$ cat config.mk
export PLATFORM = sky130hd
export DESIGN_NAME = isram_rd_ctrl
export DESIGN_NICKNAME = d
export VERILOG_FILES = /design/src/logic/isram_pkg.sv /design/src/logic/isram_rd_ctrl.sv
export VERILOG_INCLUDE_DIRS = /design/src /design/src/logic
export SDC_FILE = /design/constraint.sdc
export NUM_CORES = 1
export LEC_CHECK = 0
export ABC_AREA = 1
export BUFFER_PORTS_ARGS = -buffer_cell sky130_fd_sc_hd__buf_2
export CAP_MARGIN = 40
export CORE_AREA = 2 2 90 57
export DETAILED_ROUTE_END_ITERATION = 12
export DIE_AREA = 0 0 92 59
export PLACE_DENSITY = 0.75
export SLEW_MARGIN = 25
export SYNTH_ARGS = -nofsm -noshare
export SYNTH_HDL_FRONTEND = slang
export SYNTH_SLANG_ARGS = --single-unit
$ cat constraint.sdc
create_clock -name clk -period 1 [get_ports clk]
set_input_delay 0.15 -clock clk [delete_from_list [all_inputs] [get_ports clk]]
set_output_delay 0.15 -clock clk [all_outputs]
set_load 0.1 [all_outputs]
$ cat src/logic/isram_defs.svh
`ifndef ISRAM_DEFS_SVH
`define ISRAM_DEFS_SVH

// axi-lite bus widths
`define ISRAM_ADDR_W 32
`define ISRAM_DATA_W 32
// one strobe bit per data byte
`define ISRAM_STRB_W 4

// memory geometry in 32-bit words
`define ISRAM_DEPTH 1024
// log2 of the depth
`define ISRAM_IDX_W 10

// addi x0, x0, 0
`define ISRAM_INST_NOP 32'h0000_0013

// axi response codes
`define ISRAM_RESP_OKAY 2'b00
`define ISRAM_RESP_SLVERR 2'b10

`endif

$ cat src/logic/isram_pkg.sv
`default_nettype none

`include "isram_defs.svh"

package isram_pkg;

    // one access on the single array port
    // we low means a read of idx
    typedef struct packed {
        logic                       we;
        logic [`ISRAM_IDX_W-1:0]    idx;
        logic [`ISRAM_DATA_W-1:0]   wdata;
        logic [`ISRAM_STRB_W-1:0]   strb;
    } sram_req_t;

    // R channel payload
    typedef struct packed {
        logic [`ISRAM_DATA_W-1:0]   data;
        logic [1:0]                 resp;
    } r_payload_t;

    // B channel payload, response code only
    typedef struct packed {
        logic [1:0]                 resp;
    } b_payload_t;

endpackage

`default_nettype wire

$ cat src/logic/isram_rd_ctrl.sv
`timescale 1ns/1ns
`default_nettype none

`include "isram_defs.svh"

module isram_rd_ctrl (
    input  wire logic                       clk,
    input  wire logic                       rst_n,
    // AR channel
    input  wire logic [`ISRAM_ADDR_W-1:0]   araddr,
    input  wire logic                       arvalid,
    output logic                            arready,
    // delay sample from the lfsr
    input  wire logic [2:0]                 wait_cnt,
    // array port request
    output isram_pkg::sram_req_t            req,
    output logic                            req_en,
    input  wire logic                       grant,
    input  wire logic [`ISRAM_DATA_W-1:0]   sram_rdata,
    // R slot
    output logic                            resp_load,
    output isram_pkg::r_payload_t           resp,
    input  wire logic                       resp_busy
);

    localparam logic [1:0] IDLE   = 2'b00;
    localparam logic [1:0] ACCESS = 2'b01;
    localparam logic [1:0] WAIT   = 2'b10;
    localparam logic [1:0] READ   = 2'b11;

    logic [1:0]               state;
    logic [1:0]               next_state;
    logic [2:0]               cnt_q;
    logic                     err_q;
    logic                     loaded_q;
    logic [`ISRAM_IDX_W-1:0]  idx_q;
    logic                     ar_hs;
    logic                     ar_err;

    // only one read in flight
    assign arready = (state == IDLE);
    assign ar_hs   = arvalid && arready;
    // any upper bit set means past the end of memory
    assign ar_err  = |araddr[`ISRAM_ADDR_W-1:`ISRAM_IDX_W+2];

    always_comb begin
        next_state = state;
        case (state)
            IDLE: begin
                if (ar_hs) begin
                    // zero delay skips WAIT
                    if (wait_cnt != 3'd0) begin
                        next_state = WAIT;
                    end else begin
                        next_state = ar_err ? READ : ACCESS;
                    end
                end
            end
            WAIT: begin
                // last wait cycle
                if (cnt_q == 3'd1) begin
                    next_state = err_q ? READ : ACCESS;
                end
            end
            ACCESS: begin
                // write side may hold the port
                if (grant) begin
                    next_state = READ;
                end
            end
            READ: begin
                // stay until the R transfer is done
                if (loaded_q && !resp_busy) begin
                    next_state = IDLE;
                end
            end
            default: begin
                next_state = IDLE;
            end
        endcase
    end

    always_ff @(posedge clk) begin
        if (!rst_n) begin
            state    <= IDLE;
            cnt_q    <= 3'd0;
            err_q    <= 1'b0;
            loaded_q <= 1'b0;
        end else begin
            state <= next_state;
            if (ar_hs) begin
                cnt_q <= wait_cnt;
                err_q <= ar_err;
            end else if (state == WAIT) begin
                cnt_q <= cnt_q - 3'd1;
            end
            // one load per read
            if (resp_load) begin
                loaded_q <= 1'b1;
            end else if (state == READ && next_state == IDLE) begin
                loaded_q <= 1'b0;
            end
        end
    end

    // word index, low two address bits dropped
    always_ff @(posedge clk) begin
        if (ar_hs) begin
            idx_q <= araddr[`ISRAM_IDX_W+1:2];
        end
    end

    // read request, held until granted
    always_comb begin
        req_en    = (state == ACCESS);
        req.we    = 1'b0;
        req.idx   = idx_q;
        req.wdata = '0;
        req.strb  = '0;
    end

    // array data is valid on READ entry
    assign resp_load = (state == READ) && !loaded_q && !resp_busy;
    assign resp.data = err_q ? `ISRAM_INST_NOP : sram_rdata;
    assign resp.resp = err_q ? `ISRAM_RESP_SLVERR : `ISRAM_RESP_OKAY;

endmodule

`default_nettype wire

* After elaboration in Yosys (flattened, before gate mapping) *
Cells that the tools add are included.

storage, ports and cells
  flip-flop bits (word level) = 17
  bits of input ports = 72
  output and inout bits = 84
  word-level logic and storage cells = 37

cells by class
  add/subtract/negate cells = 1
  eq/ne operators = 4
  mux-type cells = 14
  reduce and logical (&&, ||, !) cells = 13

operators with widths
  cell                                               count
  two-way mux 32 bit                                 1
  OR reduction 20 bit                                1
  two-way mux 2 bit                                  8
  case mux 2 bit (4 select lines)                    1
  two-way mux 3 bit                                  2
  logical AND 1 bit                                  5
  == test 2 bit (second input constant)              2
  logical NOT 2 bit                                  2
  nonzero test 2 bit                                 2
  == test 3 x 1 -> 1 bit (second input constant)     1
  nonzero test 3 bit                                 1
  subtractor 3 x 1 -> 3 bit (second input constant)  1
  == test 2 x 1 -> 1 bit (second input constant)     1
  logical NOT 1 bit                                  2
  two-way mux 1 bit                                  2

* Longest topological paths before layout *
Gate-level depths: netlist of run 1.

  word-level depth = 9
  depth in mapped cells = 9
  depth with buffers taken out = 9

* Worst setup path after synthesis of run 1 *
Ideal clock, no wire load.

  kind = register to output
  start = register err_q
  end = output resp[13] (netlist name)
  arrival = 1.901 ns
  required time = 0.850 ns
  slack = -1.051 ns
  cell stages (with the launch flop) = 4
  path buffers = 2
  cells stage by stage = dfxtp_1 -> clkbuf_1 -> clkbuf_1 -> nor2_1

RTL lines
  item                    line                 source
  start, declared         isram_rd_ctrl.sv:34  logic err_q;
  start signal, assigned  isram_rd_ctrl.sv:93  err_q <= ar_err;
  end, declared           isram_rd_ctrl.sv:22  output isram_pkg::r_payload_t resp,

==> impl_metrics.tcl, run 1 <==
set metrics [dict create \
    routed_wl_um 4770 \
    vias 1561 \
    min_from "araddr[10]" \
    cts_tree "done" \
    area_growth_pct 134 \
    rows 19 \
    outcome "finished with violations" \
    grt_pass1_wl_um 7080 \
    worst_slack_ns -0.307 \
    layout_min_cycle_time_ns 1.31 \
    layout_commonest_cell "buf_2" \
    synthSimpleGateAreaFrac 0.250 \
    antenna_found_initial 0 \
    final_nets 402 \
    synth-seq-area-share 0.327 \
    htree_levels 1 \
    worstRegToRegCells 9 \
    cap_viol_max_count 0 \
    clkSinkCount 17 \
    dieArea_um2 5430 \
    cts_inserted_buffers 3 \
    peakVddDrop_mv 0.825 \
    diodes 0 \
    criticalPathCategory "reg2out" \
    hold_buffers 0 \
    worstHoldEndpoint "idx_q[8]" \
    cp_max_fo 9 \
    clock_latency_ns 0.26 \
    grt_pass1_vias 1498 \
    routedWlPerCell_um 12.2 \
    final_core_util 0.697 \
    fp.dieH_um 59 \
    synth_area_leaders "edfxtp_1, buf_4, nor2_1" \
    synth_warnings 0 \
    hpwl_um 3900 \
    numPortBuffers 115 \
    initial_core_util 0.298 \
    grt.overflow.total 0 \
    period_share 1.31 \
    drtIter0Drc 23 \
    slew_viol_final 0 \
    remaining_drc_errors 0 \
    min_path_cells 1 \
    gp_congestion 0.790 \
    synth_top_family_by_area "buffers and inverters" \
    synth-xor-area-share 0 \
    min_path_type "in2reg" \
    cts_root_buf "clkbuf_8" \
    synth.cell_area_um2 1350 \
    synth_cells 197 \
    track_usage 0.172 \
    routed_via_density 4.00 \
    total_leakage_power_nw 1.58 \
    synthMuxAreaShare 0 \
    setup_violations 62 \
    synth_top_area_frac 0.223 \
    die_width_um 92 \
    whs_ns 0.0644 \
    ctsLongestPathBuffers 2 \
    layout_common_cells "buf_2, buf_12, conb_1" \
    core-area_um2 4520 \
    synth_compound_area_frac 0.0484 \
    hold_viol_final 0 \
    ys_seq_elements 17 \
    endpoint_kind "output port" \
    synthAdderAreaFrac 0.0186 \
    rr_startpoint "cnt_q[1]" \
    worstPathRequired_ns 0.85 \
    max_freq_mhz 765 \
    reg2reg_to "state[1]" \
    rsz0062_at_grt "yes" \
    first_pass_iters 4 \
    grt_max_degree 20 \
    cp-start-kind "flop" \
    power_density_nw_per_um2 1750 \
    synth_top_area_cell "edfxtp_1" \
    clk_pin_slew_worst_paths_ns 0.07 \
    critPathArrivalTime_ns 1.16 \
    violations "negative setup slack" \
    synth_cell_types 24 \
    layout-drive-gt1-share 0.615 \
    clock_skew_ns 0.00253 \
    r2r_slack_ns -0.21 \
    postRouteAntennaNets 0 \
    ios 156 \
    syn_area_per_cell_um2 6.83 \
]
logic make-up (layout without fill, tap and decap cells):
logic type	Yosys count	after routing
flip-flops	17	17
adder cells (fa/ha/maj)	2	2
AO/OA/AOI/OAI	12	12
other	1	38
AND/OR/NAND/NOR	78	78
buffers and inverters	87	180
worst max-delay path by stage:
stage,from,endpoint,slack [ns],cells past startpoint
after CTS,err_q,resp[4],-0.33,3
after global routing,err_q,resp[7],-0.35,3
after global placement,cnt_q[1],state[1],-0.11,9
final,err_q,resp[23],-0.31,3
after detailed placement,cnt_q[1],state[1],-0.14,9
after floorplan,state[1],loaded_q,-0.53,4
through the flow:
step                      worst slack [ns]  cells  total power [mW]  instance area (µm²)  TNS [ns]
after floorplan                     -0.530    234              3.71                 1830    -16.88
final                               -0.307    390              5.52                 3150    -12.29
after detailed placement            -0.142    378              4.73                 2890     -1.70
after global placement              -0.112    378              4.66                 2890     -1.16
after global routing                -0.350    390              5.72                 3150    -14.82
after CTS                           -0.334    388              5.45                 3080    -12.43
metal layers:
metal | global-route usage | part of all wire | up-vias
li1 | - | - | 761
met1 | 0.171 | 0.32 | 723
met2 | 0.357 | 0.60 | 72
met3 | 0.0433 | 0.065 | 5
met4 | 0.0512 | 0.012 | 0
met5 | 0 | 0 | -
flip-flops by register name, summed over array words and instances, names as in the netlist:
register	count
cnt_q	3
err_q	1
idx_q	10
loaded_q	1
state	2
synth_stat cells:
master and number:
edfxtp_1 10, and2_0 1, o21ai_1 2, conb_1 1, nand2_1 17, nand2_2 2, o21ai_0 3, or2_2 3
nand3_1 6, ha_1 2, a21oi_1 4, o211ai_1 1, inv_1 41, nand2_4 1, a31oi_1 1, inv_2 3
clkbuf_1 3, nor3_2 1, dfxtp_1 7, nor2_4 1, nor2_1 46, o22ai_1 1, buf_4 39, buf_2 1
critical path, cell delays in order (launching register included):
cell and delay, ns:
dfxtp_4 0.40, clkbuf_16 0.20, nor2_4 0.11, buf_12 0.18
cell type report:
type                    instances  area (µm²)
fillers                       341        1370
clock inverters                 1        5.00
repair buffers                132        1490
inverters                      44         180
multi-input cells             130         897
clock buffers                   3        41.3
flip-flops and latches         17         455
well taps                      63        78.8
where the power goes:
group | internal, mW | total (mW) | switching [mW]
clock network | 0.277 | 0.521 | 0.243
logic | 1.30 | 4.05 | 2.75
registers | 0.844 | 0.944 | 0.0993
what timing repair did:
action | in CTS | in global routing
pin swaps | 11 | 7
gates cloned | 0 | 1
setup endpoints to repair | 62 | 62
setup buffers | 6 | 1
resized for setup | 22 | 9
No activity file was read; power rests on OpenSTA's default activity.
==> run 2, diff against run 1 <==
--- a/config.mk
+++ b/config.mk
@@ -9,10 +9,13 @@
 export ABC_AREA = 1
 export BUFFER_PORTS_ARGS = -buffer_cell sky130_fd_sc_hd__buf_2
 export CAP_MARGIN = 40
-export CORE_AREA = 2 2 90 57
+export CELL_PAD_IN_SITES_DETAIL_PLACEMENT = 0
+export CELL_PAD_IN_SITES_GLOBAL_PLACEMENT = 2
+export CORE_AREA = 2 2 135 84
 export DETAILED_ROUTE_END_ITERATION = 12
-export DIE_AREA = 0 0 92 59
-export PLACE_DENSITY = 0.75
+export DIE_AREA = 0 0 137 86
+export PLACE_DENSITY_LB_ADDON = 0.1
+export SKIP_CTS_REPAIR_TIMING = 1
 export SLEW_MARGIN = 25
 export SYNTH_ARGS = -nofsm -noshare
 export SYNTH_HDL_FRONTEND = slang
==> run 2 against run 1 <==
The flow still finishes with violations (negative setup slack). Register-to-register slack gained 0.04 ns. Setup slack gained 0.010 ns. Non-clock buffer count increased by 6. Worst hold slack improved by 0.013 ns. Clock skew is 0.0012 ns higher. Combinational power is 2% higher. Clock power up 53%. Sequential power rose by 1%. First-iteration DRC count is 13% higher. Cell area grew 7.2%. Utilization decreased by 37 points. Critical endpoint is now resp[10]. Highest routed layer unchanged.
==> impl_metrics.tcl, run 2 (synthesized netlist as in run 1, its figures left out) <==
set metrics [dict create \
    worst_slack_ns -0.296 \
    routed_wl_um 4950 \
    placed_area_um2 3020 \
    diodes 0 \
    grt_pass1_vias 1470 \
    reg_top3 "idx_q: 10 flops, cnt_q: 3 flops, state: 2 flops" \
    slowest_delay_ns 0.40 \
    top_register "idx_q" \
    cts_root_buf "clkbuf_16" \
    cp_max_fo 9 \
    use_met1 0.109 \
    period_share 1.30 \
    critPathArrivalTime_ns 1.15 \
    ctsLongestPathBuffers 2 \
    hold_viol_final 0 \
    hpwl_um 4010 \
    die_width_um 137 \
    largest_reg_flops 10 \
    vias 1490 \
    grt_use_met2 0.115 \
    power_density_nw_per_um2 1740 \
    layout_min_cycle_time_ns 1.30 \
    final_nets 409 \
    worstPathRequired_ns 0.85 \
    cap_viol_max_count 0 \
    clock_skew_ns 0.00373 \
    n_fill_cell 1102 \
    final_core_util 0.323 \
    outcome "finished with violations" \
    min_path_type "in2reg" \
    core-area_um2 10500 \
    remaining_drc_errors 0 \
    first_pass_iters 4 \
    switchingPower_mw 3.13 \
    numPortBuffers 115 \
    violations "negative setup slack" \
    min_from "araddr[2]" \
    dieArea_um2 11800 \
    place_ws_ns -0.197 \
    crit_slowest_cell "dfxtp_4" \
    power.share.sequential 0.163 \
    instances_no_fill 473 \
    ios 156 \
    routedWlPerCell_um 10.5 \
    p_int_mw 2.76 \
    clk_pin_slew_worst_paths_ns 0.05 \
    cts_inserted_buffers 3 \
    area_growth_pct 151 \
    crit_chain "clkbuf_16, nor2_4, buf_12" \
    fp.dieH_um 86 \
    layout-drive-gt1-share 0.623 \
    antenna_found_initial 0 \
    total_leakage_power_nw 1.64 \
    criticalPathCategory "reg2out" \
    max_freq_mhz 771 \
    setup_violations 55 \
    drtIter0Drc 26 \
    cts_tree "done" \
    postRouteAntennaNets 0 \
    slew_viol_final 0 \
    clkSinkCount 17 \
    crit_start "err_q" \
    grt_busiest_layer "met2" \
    power.share.switching 0.531 \
    track_usage 0.0778 \
    htree_levels 1 \
    clock_latency_ns 0.24 \
    rr_startpoint "state[0]" \
    grt.overflow.total 0 \
    grt_pass1_wl_um 7250 \
    layout_commonest_cell "buf_2" \
    gp_congestion 0.631 \
    grt_max_degree 17 \
    rows 29 \
    layout_common_cells "buf_2, buf_12, inv_1" \
    stdcell_area_um2 3370 \
    routed_via_density 3.15 \
    clkPwrFrac 0.135 \
    peakVddDrop_mv 0.521 \
    power_frac_comb 0.702 \
    rsz0062_at_grt "yes" \
    initial_core_util 0.129 \
    grtUsageMet3 0.0284 \
    cp-start-kind "flop" \
    endpoint_kind "output port" \
    dp_cells 458 \
]
-- run 2: through the flow --
step	hold slack (ns)	power [mW]	TNS, ns
3_3_place_gp	0.328	4.76	-1.71
4_1_cts	0.0706	5.58	-11.42
2_1_floorplan	0.243	3.71	-16.88
3_5_place_dp	0.328	4.76	-1.72
5_1_grt	0.0683	6.12	-14.12
6_report	0.0769	5.88	-11.47
-- run 2: worst max-delay path: cells and delay by family, from the launching register on --
family / cells / cell delay, ns
buffers and inverters: 2 / 0.38
DFF: 1 / 0.40
and+or+nand+nor: 1 / 0.11
-- run 2: cell type report --
type,count,area (µm²),share of cell area
Timing Repair Buffer,138,1550,0.459
Multi-Input combinational cell,130,923,0.274
Sequential cell,17,455,0.135
Inverter,44,183,0.0541
Tap cell,139,174,0.0515
Clock buffer,4,78.8,0.0234
Timing Repair inverter,1,11.3,0.00334
-- run 2: path summary, 6_finish.rpt --
| path | to | slack [ns] | depth (start not counted) |
|---|---|---|---|
| worst max-delay path | resp[10] | -0.30 | 3 |
| worst min-delay path | idx_q[0] | 0.08 | 1 |
| worst max register to register | idx_q[0] | -0.17 | 4 |
| worst min register to register | loaded_q | 0.51 | 2 |
-- run 2: routing by layer --
metal  vias to the layer above  wire length [µm]  part of all wire
li1                        778                 -                 -
met1                       640              2400              0.49
met2                        70              2100              0.42
met3                         2               421             0.085
met4                         0                27            0.0055
met5                         -                 0                 0
-- run 2: power groups by stage --
stage	registers [mW]	clock network, mW	logic, mW
final	0.957	0.797	4.13
after CTS	0.936	0.834	3.81
after detailed placement	0.951	0	3.81
after floorplan	1.18	0	2.53
after global routing	0.971	0.855	4.29
after global placement	0.947	0	3.81
