===== config.mk =====
export PLATFORM = sky130hd
export DESIGN_NAME = wait_lfsr
export DESIGN_NICKNAME = d
export VERILOG_FILES = /design/src/logic/wait_lfsr.sv
export VERILOG_INCLUDE_DIRS = /design/src /design/src/logic
export SDC_FILE = /design/constraint.sdc
export NUM_CORES = 1
export LEC_CHECK = 0
export BUFFER_PORTS_ARGS = -buffer_cell sky130_fd_sc_hd__clkbuf_2
export CORE_AREA = 2 2 39 41
export DETAILED_ROUTE_END_ITERATION = 8
export DIE_AREA = 0 0 41 43
export GPL_ROUTABILITY_DRIVEN = 0
export PLACE_DENSITY = 0.51
export SYNTH_ARGS = -nofsm -noshare
export SYNTH_HDL_FRONTEND = slang
export SYNTH_SLANG_ARGS = --single-unit

===== constraint.sdc =====
create_clock -name clk -period 1 [get_ports clk]
set_input_delay 0.15 -clock clk [delete_from_list [all_inputs] [get_ports clk]]
set_output_delay 0.15 -clock clk [all_outputs]
set_load 0.02 [all_outputs]

===== src/logic/isram_defs.svh =====
`ifndef ISRAM_DEFS_SVH
`define ISRAM_DEFS_SVH

// axi-lite bus widths
`define ISRAM_ADDR_W 32
`define ISRAM_DATA_W 32
// one strobe bit per data byte
`define ISRAM_STRB_W 4

// memory geometry in 32-bit words
`define ISRAM_DEPTH 1024
// log2 of the depth
`define ISRAM_IDX_W 10

// addi x0, x0, 0
`define ISRAM_INST_NOP 32'h0000_0013

// axi response codes
`define ISRAM_RESP_OKAY 2'b00
`define ISRAM_RESP_SLVERR 2'b10

`endif


===== src/logic/wait_lfsr.sv =====
`timescale 1ns/1ns
`default_nettype none

`include "isram_defs.svh"

module wait_lfsr (
    input  wire logic       clk,
    input  wire logic       rst_n,
    // pseudo-random delay for the next read
    output logic [2:0]      wait_cnt
);

    // any nonzero seed works, all-zero would lock up
    localparam logic [15:0] SEED = 16'hace1;

    logic [15:0] lfsr;
    logic        fb;

    // taps 16,14,13,11, maximal length
    assign fb = lfsr[15] ^ lfsr[13] ^ lfsr[12] ^ lfsr[10];

    // free running, shifts every cycle
    always_ff @(posedge clk) begin
        if (!rst_n) begin
            lfsr <= SEED;
        end else begin
            lfsr <= {lfsr[14:0], fb};
        end
    end

    // low bits as the delay
    // the read controller samples them at AR accept
    assign wait_cnt = lfsr[2:0];

endmodule

`default_nettype wire


# Word-level counts from Yosys, hierarchy flattened
# Index checks and enable logic that the tools add are counted.
classes:
  bitwise_logic: 3
op_table:
  columns: ["op", "count"]
  rows:
  - ["$xor 1x1->1", 3]
word_totals:
  regBits: 16
  in_bits: 2
  output_inout_bits: 3
  elab_cells: 4

# Logic depth before layout (Yosys ltp)
# Gate-level depths: netlist (run 1).
depth:
  word_depth: 3
  ltp_mapped: 3
  ltp_nobuf: 3

# Least setup slack after synthesis (run 1)
# OpenSTA, ideal clock, no wires.
synth_timing:
  path_type: "register to register"
  start: "reg lfsr[12]"
  end: "reg lfsr[0]"
  setup_time_ps: 115
  t_arrival_ps: 656
  required_time_ps: 885
  setup_slack_ps: 229
  stages_incl_launch_ff: 4
  path_buffers: 0
  synth_period_minus_slack_ps: 771
  path_cell_list: "dfxtp_1 xor2_1 xnor2_1 nand2_1"
synth_between:
  elab_chain_len: 2
synth_lines:
  columns: ["item", "line_no", "rtl"]
  rows:
  - ["start: declaration", "wait_lfsr.sv:16", "logic [15:0] lfsr;"]
  - ["start signal: assignment", "wait_lfsr.sv:27", "lfsr <= {lfsr[14:0], fb};"]
  - ["$xor 1x1->1 (2 in a row)", "wait_lfsr.sv:20", "assign fb = lfsr[15] ^ lfsr[13] ^ lfsr[12] ^ lfsr[10];"]
# No other way between the ends.
# A chain may end at the register's enable or synchronous reset.

# Worst setup path after layout (run 1)
layout_timing:
  start: "reg lfsr[2]"
  end: "out wait_cnt[2]"
layout_lines:
  columns: ["item", "line_no", "rtl"]
  rows:
  - ["end: declaration", "wait_lfsr.sv:10", "output logic [2:0] wait_cnt"]
# No word-level cell between the ends.

==> impl_metrics.toml, run 1 <==
[critical_path]
path_delay_family = "flip-flops"
cp-end-kind = "output pin"
crit_path_start_kind = "flip-flop"
crit_buf_inv = 1
max_stage_delay_ns = 0.33
worst_ep_arrival_time_ns = 0.77
crit_fanout = 2
required_ns = 0.85
crit_type = "reg2out"
cp_slowest_cell = "dfxtp_1"
worstPathCellList = "clkbuf_2"

[placement]
port_buffers = 4
placed_cells = 55
placed_area_um2 = 487
hpwl_um = 381

[floorplanning]
ios = 5
start_util_pct = 34.7
die-area_um2 = 1760
die_y_um = 43
rows = 14
coreArea_um2 = 1380
dieWidth_um = 41

[clocking]
clk_latency_ns = 0.27
cts_resized = 0
numCtsBuffers = 3
clock-sinks = 16
ctsHoldBuffers = 0
cts_root_buf = "clkbuf_4"
cts_tree = "built"
clk_path_buf_depth = 2
cts_max_level = 1
path_clk_slew_ns = 0.08
cts_setup_buffers = 0

[routing]
drt-vias-per-instance = 3.86
ant_nets = 0
dr.first_iter.drc_count = 1
wl_um = 575
vias = 224
dr.pass1.iters = 2
wl_per_cell_um = 9.91
drc = 0

[finish]
top_register = "lfsr"
antenna_cells = 0
filler_cell_count = 148
fin_cells = 58
stdcell_area_um2 = 509
reg.largest.list = "lfsr (16)"
area_delta_synth_final_pct = 5.99
nets = 46
final_layout_size_suffix_gt1_share_pct = 19.0
multi_input_area_um2 = 126
register_area_um2 = 320
largest_reg_flops = 16

[synthesis]
synth-compound-area-share_pct = 0
ys_types = 9
synth.net_count = 41
ys_warn_count = 0
syn_avg_cell_area_um2 = 12.3
synth-xor-area-share_pct = 5.47
synthMuxAreaShare_pct = 0
synth_cells = 39
synth_top_family_by_area = "simple AND/OR/NAND/NOR gates"
synth_simple_gate_area_share_pct = 20.8
synth_fa_ha_area_share_pct = 0
syn_area_um2 = 480
synth_seq_cells = 16
yosysSeqAreaShare_pct = 66.7

[timing]
skew_ns = 0.000470
relSlewSlack_pct = 82.2
worst_pin_slew_ns = 0.267
setup_tns_ns = 0
max_freq_mhz = 1090
period_minus_slack_ns = 0.917
final_max_slew_viol_count = 0
hold_ws_ns = 0.215
rsz0062_at_grt = "no"
setup_viol = 0
finalCritPeriodShare_pct = 91.7
hold_viol = 0

[power_and_ir_drop]
max-vdd-ir-drop_mv = 0.883
p_total_mw = 1.09
cellLeakagePower_nw = 0.214
power_density_nw_per_um2 = 2140

[global_route]
grt_overflow_total = 0
antenna_found_initial = 0
grt_max_degree = 17
grt_pass1_vias = 255
grt_use_total_pct = 9.64
grt_pass1_wl_mm = 1.06

[hold_path]
hold_path.class = "in2reg"

[status]
status = "finished clean"

[run]
maxCapViolations = 0
==> per-stage QoR <==
stage | setup slack, ns | util [%]
floorplan | 0.229 | -
global placement | 0.182 | 35.2
detailed placement | 0.151 | 35.2
CTS | 0.0606 | 36.8
global route | 0.0243 | 36.8
finish | 0.0835 | 36.8
==> path summary, 6_finish.rpt <==
path / slack (ns) / startpoint / end / cells past startpoint
max: 0.08 / lfsr[2] / wait_cnt[2] / 1
min: 0.22 / rst_n / lfsr[0] / 2
max reg2reg: 0.15 / lfsr[10] / lfsr[0] / 3
min reg2reg: 0.42 / lfsr[6] / lfsr[7] / 1
==> metal layers <==
metal / wire length, um / share of wire (%) / track usage, % / vias up
met5: 0 / 0 / 0 / -
met4: 0 / 0 / 8.00 / 0
met3: 29 / 5.0 / 3.14 / 0
met2: 254 / 44 / 12.8 / 3
met1: 290 / 50 / 12.0 / 101
li1: - / - / - / 120
==> cell families after synthesis <==
logic type                count (synthesis)
xor gates and xnor gates                  3
DFF                                      16
buffers and inverters                     4
and+or+nand+nor                          16
==> Yosys cell counts <==
master    number  area share [%]
xor2_1         2             3.6
nand2b_1       6             7.8
nand2b_2       1             1.8
nand2_1        1            0.78
dfxtp_1       16              67
buf_6          1             2.3
buf_4          3             4.7
xnor2_1        1             1.8
and2_1         8              10
==> layout make-up <==
type,count,share of cell area [%]
repair buffers,4,3.93
flip-flops and latches,16,62.9
clock buffers,3,4.42
multi-input cells,19,24.8
well taps,16,3.93
==> cell usage in the layout (no fill, tap or decap), drive strengths merged <==
cell type / synthesis / layout
nand2: 1 / 1
clkbuf: 0 / 7
nand2b: 7 / 7
xnor2: 1 / 1
xor2: 2 / 2
and2: 8 / 8
dfxtp: 16 / 16
==> worst reg2reg max path, stage by stage (launching register included) <==
cell	delay (ns)
dfxtp_1	0.36
xor2_1	0.18
xnor2_1	0.13
nand2_1	0.07
==> report_power, final <==
group,internal [mW],leakage [nW],switching [mW]
logic,0.0416,0.0669,0.0476
clock network,0.139,0.0138,0.164
registers,0.683,0.133,0.0167
Note: power is estimated with default switching activity, not from simulation.
==> run 2, diff against run 1 <==
- ABC_AREA: default -> 1
- PLACE_DENSITY: 0.51 -> 0.58
==> run 2 against run 1 <==
- via count increased by 45%
- setup slack got worse by 0.034 ns
- cell area increased by 15%
- hold slack improved by 0.023 ns
- combinational power increased by 6.6%
- first-iteration DRC count increased to 5.0 times the previous value
- critical endpoint is now wait_cnt[0]
- highest routed layer unchanged
==> impl_metrics.toml, run 2 <==
[status]
status = "finished clean"

[power_and_ir_drop]
p_sw_share_pct = 22.9
power_frac_clock_pct = 34.4
power_density_nw_per_um2 = 2060
seqPwrFrac_pct = 57.7
p_switching_mw = 0.277
power.internal_mw = 0.933
max-vdd-ir-drop_mv = 0.924
pwr-share-comb_pct = 7.9
cellLeakagePower_nw = 0.353

[clocking]
cts_setup_buffers = 0
cts_max_level = 1
clk_latency_ns = 0.28
numCtsBuffers = 3
ctsHoldBuffers = 0
clk_path_buf_depth = 2
cts_tree = "built"
clock-sinks = 16
path_clk_slew_ns = 0.09
cts_root_buf = "clkbuf_4"

[floorplanning]
die_y_um = 43
coreArea_um2 = 1380
start_util_pct = 40.4
die-area_um2 = 1760
dieWidth_um = 41
ios = 5
rows = 14

[run]
maxCapViolations = 0

[critical_path]
crit_type = "reg2out"
worstPathCellList = "buf_2"
crit_path_start_kind = "flip-flop"
cp-end-kind = "output pin"
required_ns = 0.85
worst_ep_arrival_time_ns = 0.80
path_delay_family = "flip-flops"
crit_fanout = 2
max_stage_delay_ns = 0.35
cp_slowest_cell = "dfxtp_1"
crit_buf_inv = 1

[synthesis]
synth_cells = 68
syn_area_um2 = 559
synthMuxAreaShare_pct = 0
synth_fa_ha_area_share_pct = 0
synthArstFlopShare_pct = 0
synth.net_count = 70
synth_most_common_cell = "nand2_1"
synth-compound-area-share_pct = 0
synth-xor-area-share_pct = 0
yosysSeqAreaShare_pct = 57.3
synth_commonest_cells = "26 x nand2_1, 16 x dfxtp_1, 14 x inv_1"
ys_types = 9
synth_seq_cells = 16
synth_edf_count = 0
synth_area_leaders = "dfxtp_1 57%, nand2_1 17%, inv_1 9.4%, buf_4 4.0%, nand2_2 3.4%"
synth_ff_type = "dfxtp_1"
synth_simple_gate_area_share_pct = 22.6
synth_top_family_by_area = "simple AND/OR/NAND/NOR gates"
synth_top_area_share_pct = 57.3
syn_avg_cell_area_um2 = 8.22
yosys.area.top_type = "dfxtp_1"
ys_warn_count = 0

[timing]
worst_pin_slew_ns = 0.328
max_freq_mhz = 1050
setup_viol = 0
relSlewSlack_pct = 78.1
hold_viol = 0
final_max_slew_viol_count = 0
period_minus_slack_ns = 0.950
skew_ns = 0.00648
finalCritPeriodShare_pct = 95.0
setup_tns_ns = 0
rsz0062_at_grt = "no"
hold_ws_ns = 0.238

[routing]
drt-vias-per-instance = 3.74
dr.pass1.iters = 3
wl_um = 702
wl_per_cell_um = 8.07
drc = 0
ant_nets = 0
dr.first_iter.drc_count = 5
vias = 325

[hold_path]
hold_path.class = "in2reg"

[global_route]
grt_use_total_pct = 10.8
grt_max_degree = 17
antenna_found_initial = 0
grt_pass1_vias = 289
grt_pass1_wl_mm = 1.21
grt_overflow_total = 0

[finish]
final_layout_size_suffix_gt1_share_pct = 21.1
largest_reg_flops = 16
antenna_cells = 0
area_delta_synth_final_pct = 4.92
nets = 74
stdcell_area_um2 = 587
reg.largest.list = "lfsr (16)"
layout_commonest_cell = "nand2_1"
top_register = "lfsr"
fin_cells = 87
layout_common_cells = "26 x nand2_1, 16 x dfxtp_1, 14 x inv_1"
filler_cell_count = 137

[placement]
placed_area_um2 = 551
placed_cells = 83
port_buffers = 4
hpwl_um = 492
[run 2: changes by cell type after synthesis, sizes merged]
cell,change
and2,-8
buf,+1
inv,+17
nand2,+28
nand2b,-7
nand3,+1
xnor2,-1
xor2,-2
[run 2: cell type report]
type / count / area (um2) / area share [%]
clock buffer: 4 / 36.3 / 6.18
inverter: 17 / 63.8 / 10.9
multi-input combinational: 30 / 126 / 21.5
sequential: 16 / 320 / 54.6
tap: 16 / 20.0 / 3.41
timing repair buffer: 4 / 20.0 / 3.41
[run 2: cells by family after synthesis]
| logic type | count (synthesis) |
|---|---|
| and+or+nand+nor | 30 |
| buffers and inverters | 22 |
| DFF | 16 |
[run 2: per-layer routing]
layer | up-vias | part of all wire (%) | routed length [um] | GRT usage (%)
li1 | 189 | - | - | -
met1 | 131 | 50 | 350 | 12.5
met2 | 5 | 44 | 312 | 14.1
met3 | 0 | 5.6 | 39 | 9.42
met4 | 0 | 0 | 0 | 4.00
met5 | - | 0 | 0 | 0
[run 2: through the flow]
| step | utilization [%] | power [mW] | setup slack, ns |
|---|---|---|---|
| after CTS | 42.4 | 1.24 | 0.0352 |
| after global routing | 42.4 | 1.28 | 0.000144 |
| after floorplan | - | 0.809 | 0.286 |
| after detailed placement | 39.8 | 0.810 | 0.199 |
| after global placement | 39.8 | 0.805 | 0.233 |
| final | 42.4 | 1.21 | 0.0495 |
[run 2: path summary, 6_finish.rpt]
path         startpoint           to  depth (start not counted)  slack [ns]
max             lfsr[0]  wait_cnt[0]                          1        0.05
min               rst_n     lfsr[10]                          2        0.24
max reg2reg    lfsr[13]      lfsr[0]                          5        0.19
min reg2reg     lfsr[9]     lfsr[10]                          2        0.40
[run 2: what timing repair did]
| action | 4_1_cts | 5_1_grt |
|---|---|---|
| hold endpoints to repair | 0 | 0 |
| gates resized for setup | 0 | 2 |
| endpoints found under the setup margin | 0 | 2 |
[run 2: power by group through the flow]
stage	combinational, mW	sequential [mW]	clock (mW)
6_report	0.0951	0.699	0.416
2_1_floorplan	0.100	0.709	0
4_1_cts	0.0971	0.699	0.439
5_1_grt	0.109	0.705	0.469
3_3_place_gp	0.0935	0.712	0
3_5_place_dp	0.0963	0.714	0
==> run 3, diff against run 2 <==
- PLACE_DENSITY: 0.58 -> default
- REMOVE_ABC_BUFFERS: default -> 1
==> run 3 against run 2 <==
- routed wire length down 3.3%
- sequential power about the same
- fmax up 1.5%
- critical path depth unchanged
- cell area down 2.3%
- die area unchanged
- combinational power down 0.4%
- hold slack better by 0.0060 ns
- non-clock buffer count unchanged
- clock skew down 0.0057 ns
- core utilization down 0.99 points
- largest power group unchanged
==> impl_metrics.toml, run 3 (same netlist as run 2, synthesis figures left out) <==
[finish]
layout_commonest_cell = "nand2_1"
top_register = "lfsr"
nets = 74
final_layout_size_suffix_gt1_share_pct = 20.0
antenna_cells = 0
area_delta_synth_final_pct = 2.46
layout_common_cells = "26 x nand2_1, 16 x dfxtp_1, 14 x inv_1"
largest_reg_flops = 16
reg.largest.list = "lfsr (16)"

[routing]
wl_met3_um = 16
drc = 0
dr.pass1.iters = 4
highest_layer = "met3"
dr_wl_met2_um = 334
wl_per_cell_um = 7.90
vias = 346
dr.first_iter.drc_count = 3
drt-vias-per-instance = 4.02
ant_nets = 0
wl_um = 679
wl_met1_um = 327

[global_route]
grt_max_degree = 17
grt_overflow_total = 0
grt_pass1_wl_mm = 1.32
grt_pass1_vias = 327
grt_use_total_pct = 11.7
antenna_found_initial = 0

[hold_path]
hold-path-endpoint = "lfsr[7]"
hold_path.class = "in2reg"
hold_depth = 2
hp-start = "rst_n"

[clocking]
path_clk_slew_ns = 0.08
cts_root_buf = "clkbuf_4"
clk_path_buf_depth = 2
cts_resized = 0
ctsHoldBuffers = 0
cts_setup_buffers = 0
clock-sinks = 16
numCtsBuffers = 3
clk_latency_ns = 0.27
cts_tree = "built"
cts_max_level = 1

[critical_path]
crit_fanout = 2
required_ns = 0.85
cp_slowest_cell = "dfxtp_1"
path_delay_family = "flip-flops"
max_stage_delay_ns = 0.34
crit_path_start_kind = "flip-flop"
r2r_end = "lfsr[0]"
worst_ep_arrival_time_ns = 0.79
r2r_setup_slack_ns = 0.22
r2r_cells = 5
crit_type = "reg2out"
r2r-start = "lfsr[12]"
cp-end-kind = "output pin"
crit_buf_inv = 1
path_depth = 1
worstPathCellList = "clkbuf_2"

[timing]
worst_pin_slew_ns = 0.323
layout_setup_ws_ns = 0.0636
setup_viol = 0
final_max_slew_viol_count = 0
relSlewSlack_pct = 78.5
rsz0062_at_grt = "no"
max_freq_mhz = 1070
setup_tns_ns = 0
hold_viol = 0
finalCritPeriodShare_pct = 93.6
period_minus_slack_ns = 0.936
skew_ns = 0.000742

[floorplanning]
die-area_um2 = 1760
rows = 14
ios = 5
die_y_um = 43
start_util_pct = 40.4
dieWidth_um = 41
coreArea_um2 = 1380

[placement]
pre_cts_slack_ns = 0.221
port_buffers = 4
hpwl_um = 491

[power_and_ir_drop]
power_density_nw_per_um2 = 1930
max-vdd-ir-drop_mv = 0.798
cellLeakagePower_nw = 0.346
p_total_mw = 1.11

[run]
maxCapViolations = 0

[status]
status = "finished clean"
## run 3: cell types whose count changed in the layout (fill, tap and decap cells not counted), sizes merged
cell    previous run  this run
clkbuf             6         7
buf                2         0
## run 3: metal layers
metal | global-route usage (%) | vias up
met2 | 15.9 | 2
met5 | 0 | -
li1 | - | 190
met3 | 3.14 | 0
met1 | 14.4 | 154
met4 | 10.0 | 0
## run 3: worst max path at each step
stage / start / endpoint / slack [ns]
final: lfsr[0] / wait_cnt[0] / 0.06
after global routing: lfsr[1] / wait_cnt[1] / 0.008
after CTS: lfsr[1] / wait_cnt[1] / 0.05
after global placement: lfsr[10] / lfsr[0] / 0.23
after floorplan: lfsr[12] / lfsr[0] / 0.29
after detailed placement: lfsr[12] / lfsr[0] / 0.22
## run 3: final cells by class
class | instances | area, um2
Fill cell | 149 | 811
Sequential cell | 16 | 320
Multi-Input combinational cell | 30 | 126
Inverter | 17 | 63.8
Clock buffer | 3 | 22.5
Timing Repair Buffer | 4 | 20.0
Tap cell | 16 | 20.0
## run 3: through the flow
stage | hold WS (ns) | area [um2] | util (%) | cells
6_report | 0.244 | 573 | 41.4 | 86
5_1_grt | 0.257 | 573 | 41.4 | 86
4_1_cts | 0.246 | 573 | 41.4 | 86
3_5_place_dp | 0.387 | 551 | 39.8 | 83
3_3_place_gp | 0.384 | 551 | 39.8 | 83
2_1_floorplan | 0.219 | 510 | - | 63
## run 3: power by group
| part | switching (mW) | internal, mW |
|---|---|---|
| Combinational | 0.0613 | 0.0334 |
| Sequential | 0.0199 | 0.678 |
| Clock | 0.174 | 0.139 |
