`config.mk`:
```
export PLATFORM = sky130hd
export DESIGN_NAME = isram_wr_ctrl
export DESIGN_NICKNAME = d
export VERILOG_FILES = /design/src/logic/isram_pkg.sv /design/src/logic/isram_wr_ctrl.sv
export VERILOG_INCLUDE_DIRS = /design/src /design/src/logic
export SDC_FILE = /design/constraint.sdc
export NUM_CORES = 1
export LEC_CHECK = 0
export ABC_AREA = 1
export BUFFER_PORTS_ARGS = -buffer_cell sky130_fd_sc_hd__clkbuf_2
export CAP_MARGIN = 30
export CELL_PAD_IN_SITES_DETAIL_PLACEMENT = 0
export CELL_PAD_IN_SITES_GLOBAL_PLACEMENT = 1
export CORE_ASPECT_RATIO = 1.5
export CORE_MARGIN = 5
export CORE_UTILIZATION = 12
export DETAILED_ROUTE_END_ITERATION = 8
export PLACE_DENSITY = 0.86
export SLEW_MARGIN = 20
export SYNTH_ARGS = -nofsm -noshare
export SYNTH_HDL_FRONTEND = slang
export SYNTH_SLANG_ARGS = --single-unit
```
`constraint.sdc`:
```
create_clock -name clk -period 1.8 [get_ports clk]
set_input_delay 0.54 -clock clk [delete_from_list [all_inputs] [get_ports clk]]
set_output_delay 0.54 -clock clk [all_outputs]
set_load 0.05 [all_outputs]
```
`src/logic/isram_defs.svh`:
```
`ifndef ISRAM_DEFS_SVH
`define ISRAM_DEFS_SVH

// axi-lite bus widths
`define ISRAM_ADDR_W 32
`define ISRAM_DATA_W 32
// one strobe bit per data byte
`define ISRAM_STRB_W 4

// memory geometry in 32-bit words
`define ISRAM_DEPTH 1024
// log2 of the depth
`define ISRAM_IDX_W 10

// addi x0, x0, 0
`define ISRAM_INST_NOP 32'h0000_0013

// axi response codes
`define ISRAM_RESP_OKAY 2'b00
`define ISRAM_RESP_SLVERR 2'b10

`endif

```
`src/logic/isram_pkg.sv`:
```
`default_nettype none

`include "isram_defs.svh"

package isram_pkg;

    // one access on the single array port
    // we low means a read of idx
    typedef struct packed {
        logic                       we;
        logic [`ISRAM_IDX_W-1:0]    idx;
        logic [`ISRAM_DATA_W-1:0]   wdata;
        logic [`ISRAM_STRB_W-1:0]   strb;
    } sram_req_t;

    // R channel payload
    typedef struct packed {
        logic [`ISRAM_DATA_W-1:0]   data;
        logic [1:0]                 resp;
    } r_payload_t;

    // B channel payload, response code only
    typedef struct packed {
        logic [1:0]                 resp;
    } b_payload_t;

endpackage

`default_nettype wire

```
`src/logic/isram_wr_ctrl.sv`:
```
`timescale 1ns/1ns
`default_nettype none

`include "isram_defs.svh"

module isram_wr_ctrl (
    input  wire logic                       clk,
    input  wire logic                       rst_n,
    // AW channel
    input  wire logic [`ISRAM_ADDR_W-1:0]   awaddr,
    input  wire logic                       awvalid,
    output logic                            awready,
    // W channel
    input  wire logic [`ISRAM_DATA_W-1:0]   wdata,
    input  wire logic [`ISRAM_STRB_W-1:0]   wstrb,
    input  wire logic                       wvalid,
    output logic                            wready,
    // array port request
    output isram_pkg::sram_req_t            req,
    output logic                            req_en,
    // B slot
    output logic                            resp_load,
    output isram_pkg::b_payload_t           resp,
    input  wire logic                       resp_busy
);

    logic live_q;
    logic accept;
    logic aw_err;

    // low through reset
    // keeps a write from reaching the array
    // while the B slot is still being cleared
    always_ff @(posedge clk) begin
        if (!rst_n) begin
            live_q <= 1'b0;
        end else begin
            live_q <= 1'b1;
        end
    end

    // address and data taken in the same cycle
    // a full B slot blocks acceptance
    assign accept  = live_q && awvalid && wvalid && !resp_busy;
    assign awready = accept;
    assign wready  = accept;

    // past the end of memory
    assign aw_err = |awaddr[`ISRAM_ADDR_W-1:`ISRAM_IDX_W+2];

    // array write in the accept cycle
    // out of range never touches the array
    always_comb begin
        req_en    = accept && !aw_err;
        req.we    = 1'b1;
        req.idx   = awaddr[`ISRAM_IDX_W+1:2];
        req.wdata = wdata;
        req.strb  = wstrb;
    end

    // response lands in the slot, bvalid next cycle
    assign resp_load = accept;
    assign resp.resp = aw_err ? `ISRAM_RESP_SLVERR : `ISRAM_RESP_OKAY;

endmodule

`default_nettype wire

```
; ---- Yosys cells after proc, flatten, opt, wreduce, memory -nomap -nowiden
; Index checks and enable logic that the tools add are counted.
[word_totals]
regBits = 1
input_bits = 73
[classes]
mux = 2
n_reduce_logical = 7
[op_table]
columns = op, count
row1 = 20-bit OR reduction, 1
row2 = 1-bit logical AND, 4
row3 = 1-bit logical NOT, 2
row4 = 2-bit two-way mux, 1
row5 = 1-bit two-way mux, 1

; ---- Longest topological paths before layout
; Gate-level depths: netlist (run 1).
[logic_depth]
ltp_word = 4
depth_mapped = 5
mapped_depth_nobuf = 5

; ---- Worst setup path after synthesis (run 1)
; No wires, ideal clock.
[synth_path]
path_kind = input to output
from = input awvalid
to = output resp_load
slack_ns = -0.103
required_time_ns = 1.260
path_stages = 5
t_arrival_ns = 1.363
cell_sequence = inv_1 -> nor2_1 -> nand3_1 -> inv_1 -> buf_4
[synth_between]
elab_chain_len = 3
[synth_lines]
columns = item, line_no
row1 = "start, declared", isram_wr_ctrl.sv:11  ; input wire logic awvalid,
row2 = 1-bit logical AND (3 in series), isram_wr_ctrl.sv:44  ; assign accept = live_q && awvalid && wvalid && !resp_busy;
row3 = "end, declared", isram_wr_ctrl.sv:22  ; output logic resp_load,
; Every way passes these cells.

; ---- Worst setup path in the final report (run 1)
[layout_path]
from = input awaddr[19]
to = output req_en
[layout_between]
elab_chain_len = 3
[layout_lines]
columns = item, line_no
row1 = "start, declared", isram_wr_ctrl.sv:10  ; input wire logic [`ISRAM_ADDR_W-1:0] awaddr,
row2 = 20-bit OR reduction, isram_wr_ctrl.sv:49  ; assign aw_err = |awaddr[`ISRAM_ADDR_W-1:`ISRAM_IDX_W+2];
row3 = 1-bit logical NOT, isram_wr_ctrl.sv:54  ; req_en = accept && !aw_err;
row4 = 1-bit logical AND, isram_wr_ctrl.sv:54
row5 = "end, declared", isram_wr_ctrl.sv:20  ; output logic req_en,
; Every way passes these cells.

==> results of run 1 <==
worst max-delay path by stage:
stage,start,slack (ns),depth (start not counted),endpoint
after CTS,awaddr[25],-0.08,7,req_en
after global placement,awaddr[25],-0.14,7,req_en
after floorplan,awvalid,0.007,5,resp_load
after global routing,awaddr[22],-0.09,7,req_en
after detailed placement,awaddr[25],-0.16,7,req_en
final,awaddr[19],-0.04,7,req_en
layout by cell type (no fill, tap or decap), types with 2 or more instances in the layout:
cell type / netlist / routed
sky130_fd_sc_hd__nor2_1: 11 / 5
sky130_fd_sc_hd__nand3_2: 1 / 2
sky130_fd_sc_hd__conb_1: 2 / 2
sky130_fd_sc_hd__clkbuf_2: 0 / 21
sky130_fd_sc_hd__nor2_2: 3 / 5
sky130_fd_sc_hd__nor2_4: 0 / 4
sky130_fd_sc_hd__nand2_1: 4 / 4
sky130_fd_sc_hd__buf_6: 0 / 6
power breakdown:
| group | switching, mW | internal (mW) | total, mW |
|---|---|---|---|
| Combinational | 0.0360 | 0.0328 | 0.0688 |
| Sequential | 0.000700 | 0.0239 | 0.0246 |
| Clock | 0 | 0 | 0 |
| Total | 0.0367 | 0.0566 | 0.0933 |
routing by layer:
metal	wire length, um	vias up	global-route usage [%]
met5	0	-	0
met4	174	0	5.20
met3	294	34	0.873
met2	489	42	4.83
met1	152	112	1.27
li1	-	132	-
layout make-up:
class | count | share of cell area [%]
flip-flops and latches | 1 | 4.68
multi-input cells | 23 | 33.6
well taps | 46 | 13.5
repair buffers | 29 | 45.6
inverters | 2 | 2.63
metrics by stage:
stage / hold WS [ns] / total power [mW] / util [%] / cells / setup TNS (ns)
6_report: 0.644 / 0.0933 / 10.2 / 101 / -0.0383
5_1_grt: 0.654 / 0.0998 / 10.2 / 101 / -0.142
4_1_cts: 0.644 / 0.0788 / 8.53 / 101 / -0.104
3_5_place_dp: 0.644 / 0.0786 / 8.26 / 101 / -0.213
3_3_place_gp: 0.642 / 0.0784 / 8.26 / 101 / -0.177
2_1_floorplan: 0.568 / 0.331 / - / 77 / 0
cell families (layout without fill, tap and decap cells):
family                 count (synthesis)  count (layout)  synth area share (%)
and+or+nand+nor                       21              21                  18.7
other                                  2               2                  1.46
DFF                                    1               1                  3.89
buffers and inverters                 53              31                  75.9
what timing repair did:
action                                  in CTS  in global routing
gates resized for setup                      3                 25
pin swaps                                    0                  9
endpoints found under the setup margin       2                  5
==> impl_metrics.yaml, run 1 <==
worst_setup_path:
  startpoint_type_of_the_worst_setup_path: "primary input"
  worst_path_largest_cell_delay_ns: 0.15
  timing.critical_path.buf_inv: 2
  end_kind: "output port"
  critPathSlowestCell: "sky130_fd_sc_hd__buf_8"
  cp.arrival_ns: 1.30
  crit_type: "primary input to output port"
  cp_top_family: "simple AND/OR/NAND/NOR gates"
  worstPathCellList: "clkbuf_2 > nor2_2 > nand2_1 > nor2_2 > nand3_2 > nor2_4 > buf_8"
  critical_path.max_fanout: 2
  critical_path.most_common_cell: "sky130_fd_sc_hd__nor2_2"
  critPathRequiredTime_ns: 1.26
layout:
  largest_reg_flops: 1
  layout_top_registers: "live_q (1)"
  ff_latch_area_um2: 20.0
  n_antenna_cell: 0
  fillers: 474
  registers.top_by_ff_count: "live_q"
  multi_input_comb_area_um2: 144
  area_growth_pct: -16.8
  final_layout_size_suffix_gt1_share_pct: 74.5
  post-route-cell-area_um2: 428
  net_count_final: 130
synth:
  synth-edff-count: 0
  synth.ff_latch_count: 1
  postSynthAreaPerCell_um2: 6.68
  synthFlopType: "sky130_fd_sc_hd__dfxtp_1"
  synth.top_cell.area_share_pct: 74.5
  async_reset_ff_share_pct: 0
  netlist_instances: 77
  synth_area_leaders: "sky130_fd_sc_hd__buf_4 (74%), sky130_fd_sc_hd__nor2_1 (8.0%), sky130_fd_sc_hd__dfxtp_1 (3.9%)"
  yosysSeqAreaShare_pct: 3.89
  synth_warnings: 0
  top_cells_by_instance_count_after_synthesis: "sky130_fd_sc_hd__buf_4 (51), sky130_fd_sc_hd__nor2_1 (11), sky130_fd_sc_hd__nand2_1 (4)"
  post-synth-top-count-cell: "sky130_fd_sc_hd__buf_4"
  synth.largest_area_cell: "sky130_fd_sc_hd__buf_4"
  synth_fp_nets: 150
  synthesis.area_um2: 514
  yosysUniqueCellTypes: 10
clock_tree:
  cts.reportedPaths.clkPinSlew_ns: 0
  cts_hold_buf: 0
  cts_setup_buffers: 0
place:
  io_buffers: 29
  detailed_place.area_um2: 348
  hpwlAfterDp_um: 879
  gp_congestion: 0.594
  post-place-ws_ns: -0.161
sta:
  rsz0062_at_grt: "yes"
  period_share_pct: 102
  final-hold-violation-count: 0
  clock.fmax_mhz: 544
  fin_worst_setup_slack_ns: -0.0383
  slew_viol_final: 0
  setup_viol: 1
  fin_crit_ns: 1.84
global_routing:
  global_route.usage.total_pct: 2.78
  number_of_antenna_violations_at_the_first_check_in_global_routing: 0
  first_global_vias: 323
  global_route_wire_length_before_repair_mm: 1.32
  gr-total-overflow: 0
  grt_start_max_net_pins: 4
detailed_routing:
  drt_iter0_drc: 2
  drt-pass1-iter-count: 2
  wl_per_cell_um: 11.0
  via_count: 320
  drc_errors: 0
  routed_wirelength_mm: 1.11
  vias_per_cell: 3.17
  ant_nets: 0
die:
  ios: 126
  die_boundary_height_um: 90.2
  fp.dieW_um: 63.5
  fp-row-count: 29
  floorplan.core_area_um2: 4210
  design.die.area_um2: 5720
  floorplan.initialDensity_pct: 12.2
power:
  max-vdd-ir-drop_mv: 0.0741
  leakage_nw: 0.188
  pwr_density_cell_nw_per_um2: 218
worst_hold_path:
  min_to: "live_q$_DFF_P_"
  hold_path_depth: 1
  worstHoldStart: "rst_n"
  hp-class: "primary input to flip-flop"
run_status:
  run_status: "finished, violations left"
  violations: "negative setup slack"
job:
  maxCapViolCount: 0
Power figures use the tool's default switching activity.
==> run 2: changes to the inputs <==
- CORE_UTILIZATION: 12 -> 11
- PLACE_DENSITY: 0.86 -> 0.8
- clock period: 1.8 -> 1.7 ns (I/O delays scaled with it)
==> impl_metrics.yaml, run 2 (synthesis results as in run 1) <==
die:
  fp-row-count: 30
  fp.dieW_um: 65.8
  ios: 126
  floorplan.initialDensity_pct: 11.3
  floorplan.core_area_um2: 4540
  die_boundary_height_um: 93.7
  design.die.area_um2: 6170
clock_tree:
  cts_hold_buf: 0
  cts.reportedPaths.clkPinSlew_ns: 0
  cts_setup_buffers: 0
global_routing:
  global_route_wire_length_before_repair_mm: 1.26
  global_route.usage.total_pct: 2.72
  first_global_vias: 263
  number_of_antenna_violations_at_the_first_check_in_global_routing: 0
  gr-total-overflow: 0
  grt_start_max_net_pins: 4
worst_setup_path:
  startpoint_type_of_the_worst_setup_path: "primary input"
  cp.arrival_ns: 1.28
  end_kind: "output port"
  critical_path.max_fanout: 2
  critPathRequiredTime_ns: 1.19
  crit_type: "primary input to output port"
layout:
  postLayoutCoreUtil_pct: 9.97
  final_layout_size_suffix_gt1_share_pct: 72.7
  mostFrequentLayoutCell: "sky130_fd_sc_hd__clkbuf_2"
  layout_top_registers: "live_q (1)"
  net_count_final: 130
  largest_reg_flops: 1
  registers.top_by_ff_count: "live_q"
  mostFrequentLayoutCells: "sky130_fd_sc_hd__clkbuf_2 (22), sky130_fd_sc_hd__nor2_1 (7), sky130_fd_sc_hd__nand2_1 (4), sky130_fd_sc_hd__nor2_2 (4), sky130_fd_sc_hd__nor2_4 (3)"
  area_growth_pct: -11.9
  n_antenna_cell: 0
sta:
  slew_viol_final: 0
  hold-worst-slack_ns: 0.618
  rsz0062_at_grt: "yes"
  clock.fmax_mhz: 559
  final-hold-violation-count: 0
  period_share_pct: 105
  setup_tns_ns: -0.126
  fin_worst_setup_slack_ns: -0.0875
  fin_crit_ns: 1.79
  setup_viol: 2
power:
  seq_power_share_pct: 27.0
  pwr_density_cell_nw_per_um2: 214
  power_switching_mw: 0.0377
  cell_internal_pwr_mw: 0.0591
  leakage_nw: 0.187
  p_sw_share_pct: 38.9
  p_comb_share_pct: 73.0
  pwr-share-clk_pct: 0
  max-vdd-ir-drop_mv: 0.0362
  power_mw: 0.0968
place:
  hpwlAfterDp_mm: 1.03
  io_buffers: 29
  gp_congestion: 0.519
  post-place-ws_ns: -0.188
detailed_routing:
  wl_per_cell_um: 9.69
  drc_errors: 0
  drt-pass1-iter-count: 2
  vias_per_cell: 2.66
  routed_wirelength_mm: 1.15
  via_count: 317
  ant_nets: 0
  drt_iter0_drc: 1
worst_hold_path:
  hp-class: "primary input to flip-flop"
run_status:
  run_status: "finished, violations left"
  violations: "negative setup slack"
job:
  maxCapViolCount: 0
-- run 2: through the flow --
stage	cells	area, um^2
CTS	119	413
global placement	119	375
detailed placement	119	375
floorplan	77	544
finish	119	453
global route	119	453
-- run 2: layout make-up --
class | instances | area [um^2]
fill | 530 | 4090
timing repair buffer | 29 | 198
multi-input combinational | 23 | 141
tap | 64 | 80.1
sequential | 1 | 20.0
inverter | 2 | 13.8
-- run 2: routing by layer --
metal | GRT usage, % | part of all wire (%) | vias up
li1 | - | - | 132
met1 | 0.929 | 17 | 115
met2 | 5.02 | 43 | 38
met3 | 0.719 | 22 | 32
met4 | 5.71 | 18 | 0
met5 | 0 | 0 | -
-- run 2: power groups by stage --
stage | registers, mW | clock network (mW) | logic [mW]
2_1_floorplan | 0.0257 | 0 | 0.326
3_3_place_gp | 0.0257 | 0 | 0.0582
3_5_place_dp | 0.0258 | 0 | 0.0586
4_1_cts | 0.0258 | 0 | 0.0619
5_1_grt | 0.0262 | 0 | 0.0751
6_report | 0.0261 | 0 | 0.0706
-- run 2: path summary, 6_finish.rpt --
path / endpoint / slack [ns] / from / cells after the start
max: req_en / -0.09 / awaddr[20] / 7
min: live_q$_DFF_P_ / 0.62 / rst_n / 1
-- run 2: timing repair --
item,4_1_cts,5_1_grt
setup endpoints to repair,5,5
gates resized for setup,9,10
pin swaps,1,8
-- run 2: critical path, stage by stage --
cell and delay (ns):
sky130_fd_sc_hd__buf_6 0.09, sky130_fd_sc_hd__nor2_2 0.08, sky130_fd_sc_hd__nand2_1 0.06, sky130_fd_sc_hd__nor2_2 0.13, sky130_fd_sc_hd__nand3_2 0.12, sky130_fd_sc_hd__nor2_4 0.13
sky130_fd_sc_hd__buf_8 0.15
==> run 3: changes to the inputs <==
- CORE_ASPECT_RATIO: 1.5 -> 0.5
- HOLD_SLACK_MARGIN: not set -> 0.08
==> impl_metrics.yaml, run 3 (synthesis results as in run 1) <==
die:
  floorplan.initialDensity_pct: 11.5
  die_boundary_height_um: 58.3
  floorplan.core_area_um2: 4470
  ios: 126
  fp-row-count: 17
  fp.dieW_um: 107
  design.die.area_um2: 6230
detailed_routing:
  drt_iter0_drc: 5
  drc_errors: 0
  drt-pass1-iter-count: 2
  vias_per_cell: 2.63
  via_count: 294
  wl_met3_um: 119
  ant_nets: 0
  wl_per_cell_um: 7.70
  wl_met1_um: 183
  routed_wirelength_um: 862
  met2_length_um: 545
  maxUsedRoutingLayer: "met4"
worst_hold_path:
  worstHoldStart: "rst_n"
  hp-class: "primary input to flip-flop"
global_routing:
  first_global_vias: 289
  grt_start_max_net_pins: 4
  number_of_antenna_violations_at_the_first_check_in_global_routing: 0
  gr-total-overflow: 0
  global_route_wire_length_before_repair_mm: 1.21
  global_route.usage.total_pct: 2.25
sta:
  clock.fmax_mhz: 571
  final-hold-violation-count: 0
  hold-worst-slack_ns: 0.617
  slew_viol_final: 0
  fin_crit_ns: 1.75
  rsz0062_at_grt: "yes"
  setup_viol: 2
  period_share_pct: 103
  fin_worst_setup_slack_ns: -0.0523
place:
  hpwlAfterDp_um: 778
  gp_congestion: 0.695
  post-place-ws_ns: -0.0797
  io_buffers: 29
worst_setup_path:
  startpoint_type_of_the_worst_setup_path: "primary input"
  critPathRequiredTime_ns: 1.19
  worstPathCellList: "clkbuf_2 > nor2_1 > nand2_1 > nor2_2 > nand3_2 > nor2_4 > buf_12"
  timing.critical_path.buf_inv: 2
  critical_path.max_fanout: 2
  worst_path_largest_cell_delay_ns: 0.14
  end_kind: "output port"
  worst_setup_path_startpoint: "awaddr[19]"
  cp_top_family: "simple AND/OR/NAND/NOR gates"
  crit_type: "primary input to output port"
  critPathSlowestCell: "sky130_fd_sc_hd__buf_12"
  cp.arrival_ns: 1.24
layout:
  mostFrequentLayoutCells: "sky130_fd_sc_hd__clkbuf_2 (24), sky130_fd_sc_hd__nor2_1 (9), sky130_fd_sc_hd__nand2_1 (4), sky130_fd_sc_hd__buf_12 (4), sky130_fd_sc_hd__nor2_2 (3)"
  final_layout_size_suffix_gt1_share_pct: 69.1
  largest_reg_flops: 1
  registers.top_by_ff_count: "live_q"
  mostFrequentLayoutCell: "sky130_fd_sc_hd__clkbuf_2"
  area_growth_pct: -13.6
  n_antenna_cell: 0
  net_count_final: 130
  layout_top_registers: "live_q (1)"
clock_tree:
  cts_hold_buf: 0
  cts.reportedPaths.clkPinSlew_ns: 0
power:
  leakage_nw: 0.188
  pwr_density_cell_nw_per_um2: 211
  max-vdd-ir-drop_mv: 0.0416
run_status:
  violations: "negative setup slack"
  run_status: "finished, violations left"
job:
  maxCapViolCount: 0
==> run 3: cell counts in the layout (fill, tap and decap cells not counted) <==
No cell type changed its count.
==> run 3: per-layer routing <==
layer  up-vias  global-route usage (%)
met5         -                       0
met4         0                    1.64
met3         6                    1.20
met2        16                    4.56
met1       139                    1.57
li1        133                       -
==> run 3: through the flow <==
| step | utilization, % | cell area [um^2] | std cells | setup TNS [ns] | total power, mW |
|---|---|---|---|---|---|
| after floorplan | - | 544 | 77 | -0.0492 | 0.352 |
| after global placement | 9.55 | 427 | 112 | -0.182 | 0.0896 |
| after detailed placement | 9.55 | 427 | 112 | -0.240 | 0.0904 |
| after CTS | 9.89 | 442 | 112 | -0.126 | 0.0936 |
| after global routing | 9.94 | 444 | 112 | -0.220 | 0.0990 |
| final | 9.94 | 444 | 112 | -0.0781 | 0.0937 |
==> run 3: layout make-up <==
class,count,area (um^2)
flip-flops and latches,1,20.0
multi-input cells,23,131
fillers,520,4020
well taps,57,71.3
repair buffers,29,208
inverters,2,13.8
==> run 3: worst paths after layout <==
| path | slack, ns | cells past startpoint | endpoint |
|---|---|---|---|
| hold / removal | 0.62 | 1 | live_q$_DFF_P_ |
| setup / recovery | -0.05 | 7 | req_en |
==> run 3: timing repair <==
item | in CTS | in global routing
endpoints found under the setup margin | 5 | 5
pin swaps | 2 | 1
resized for setup | 3 | 1
buffers inserted | 0 | 0
endpoints found under the hold margin | 0 | 0
==> run 3: power breakdown <==
| part | switching (mW) | leakage (nW) | internal (mW) | total [mW] |
|---|---|---|---|---|
| Sequential | 0.000878 | 0.00844 | 0.0253 | 0.0261 |
| Clock | 0 | 0 | 0 | 0 |
| Combinational | 0.0351 | 0.179 | 0.0325 | 0.0676 |
| Total | 0.0359 | 0.188 | 0.0578 | 0.0937 |
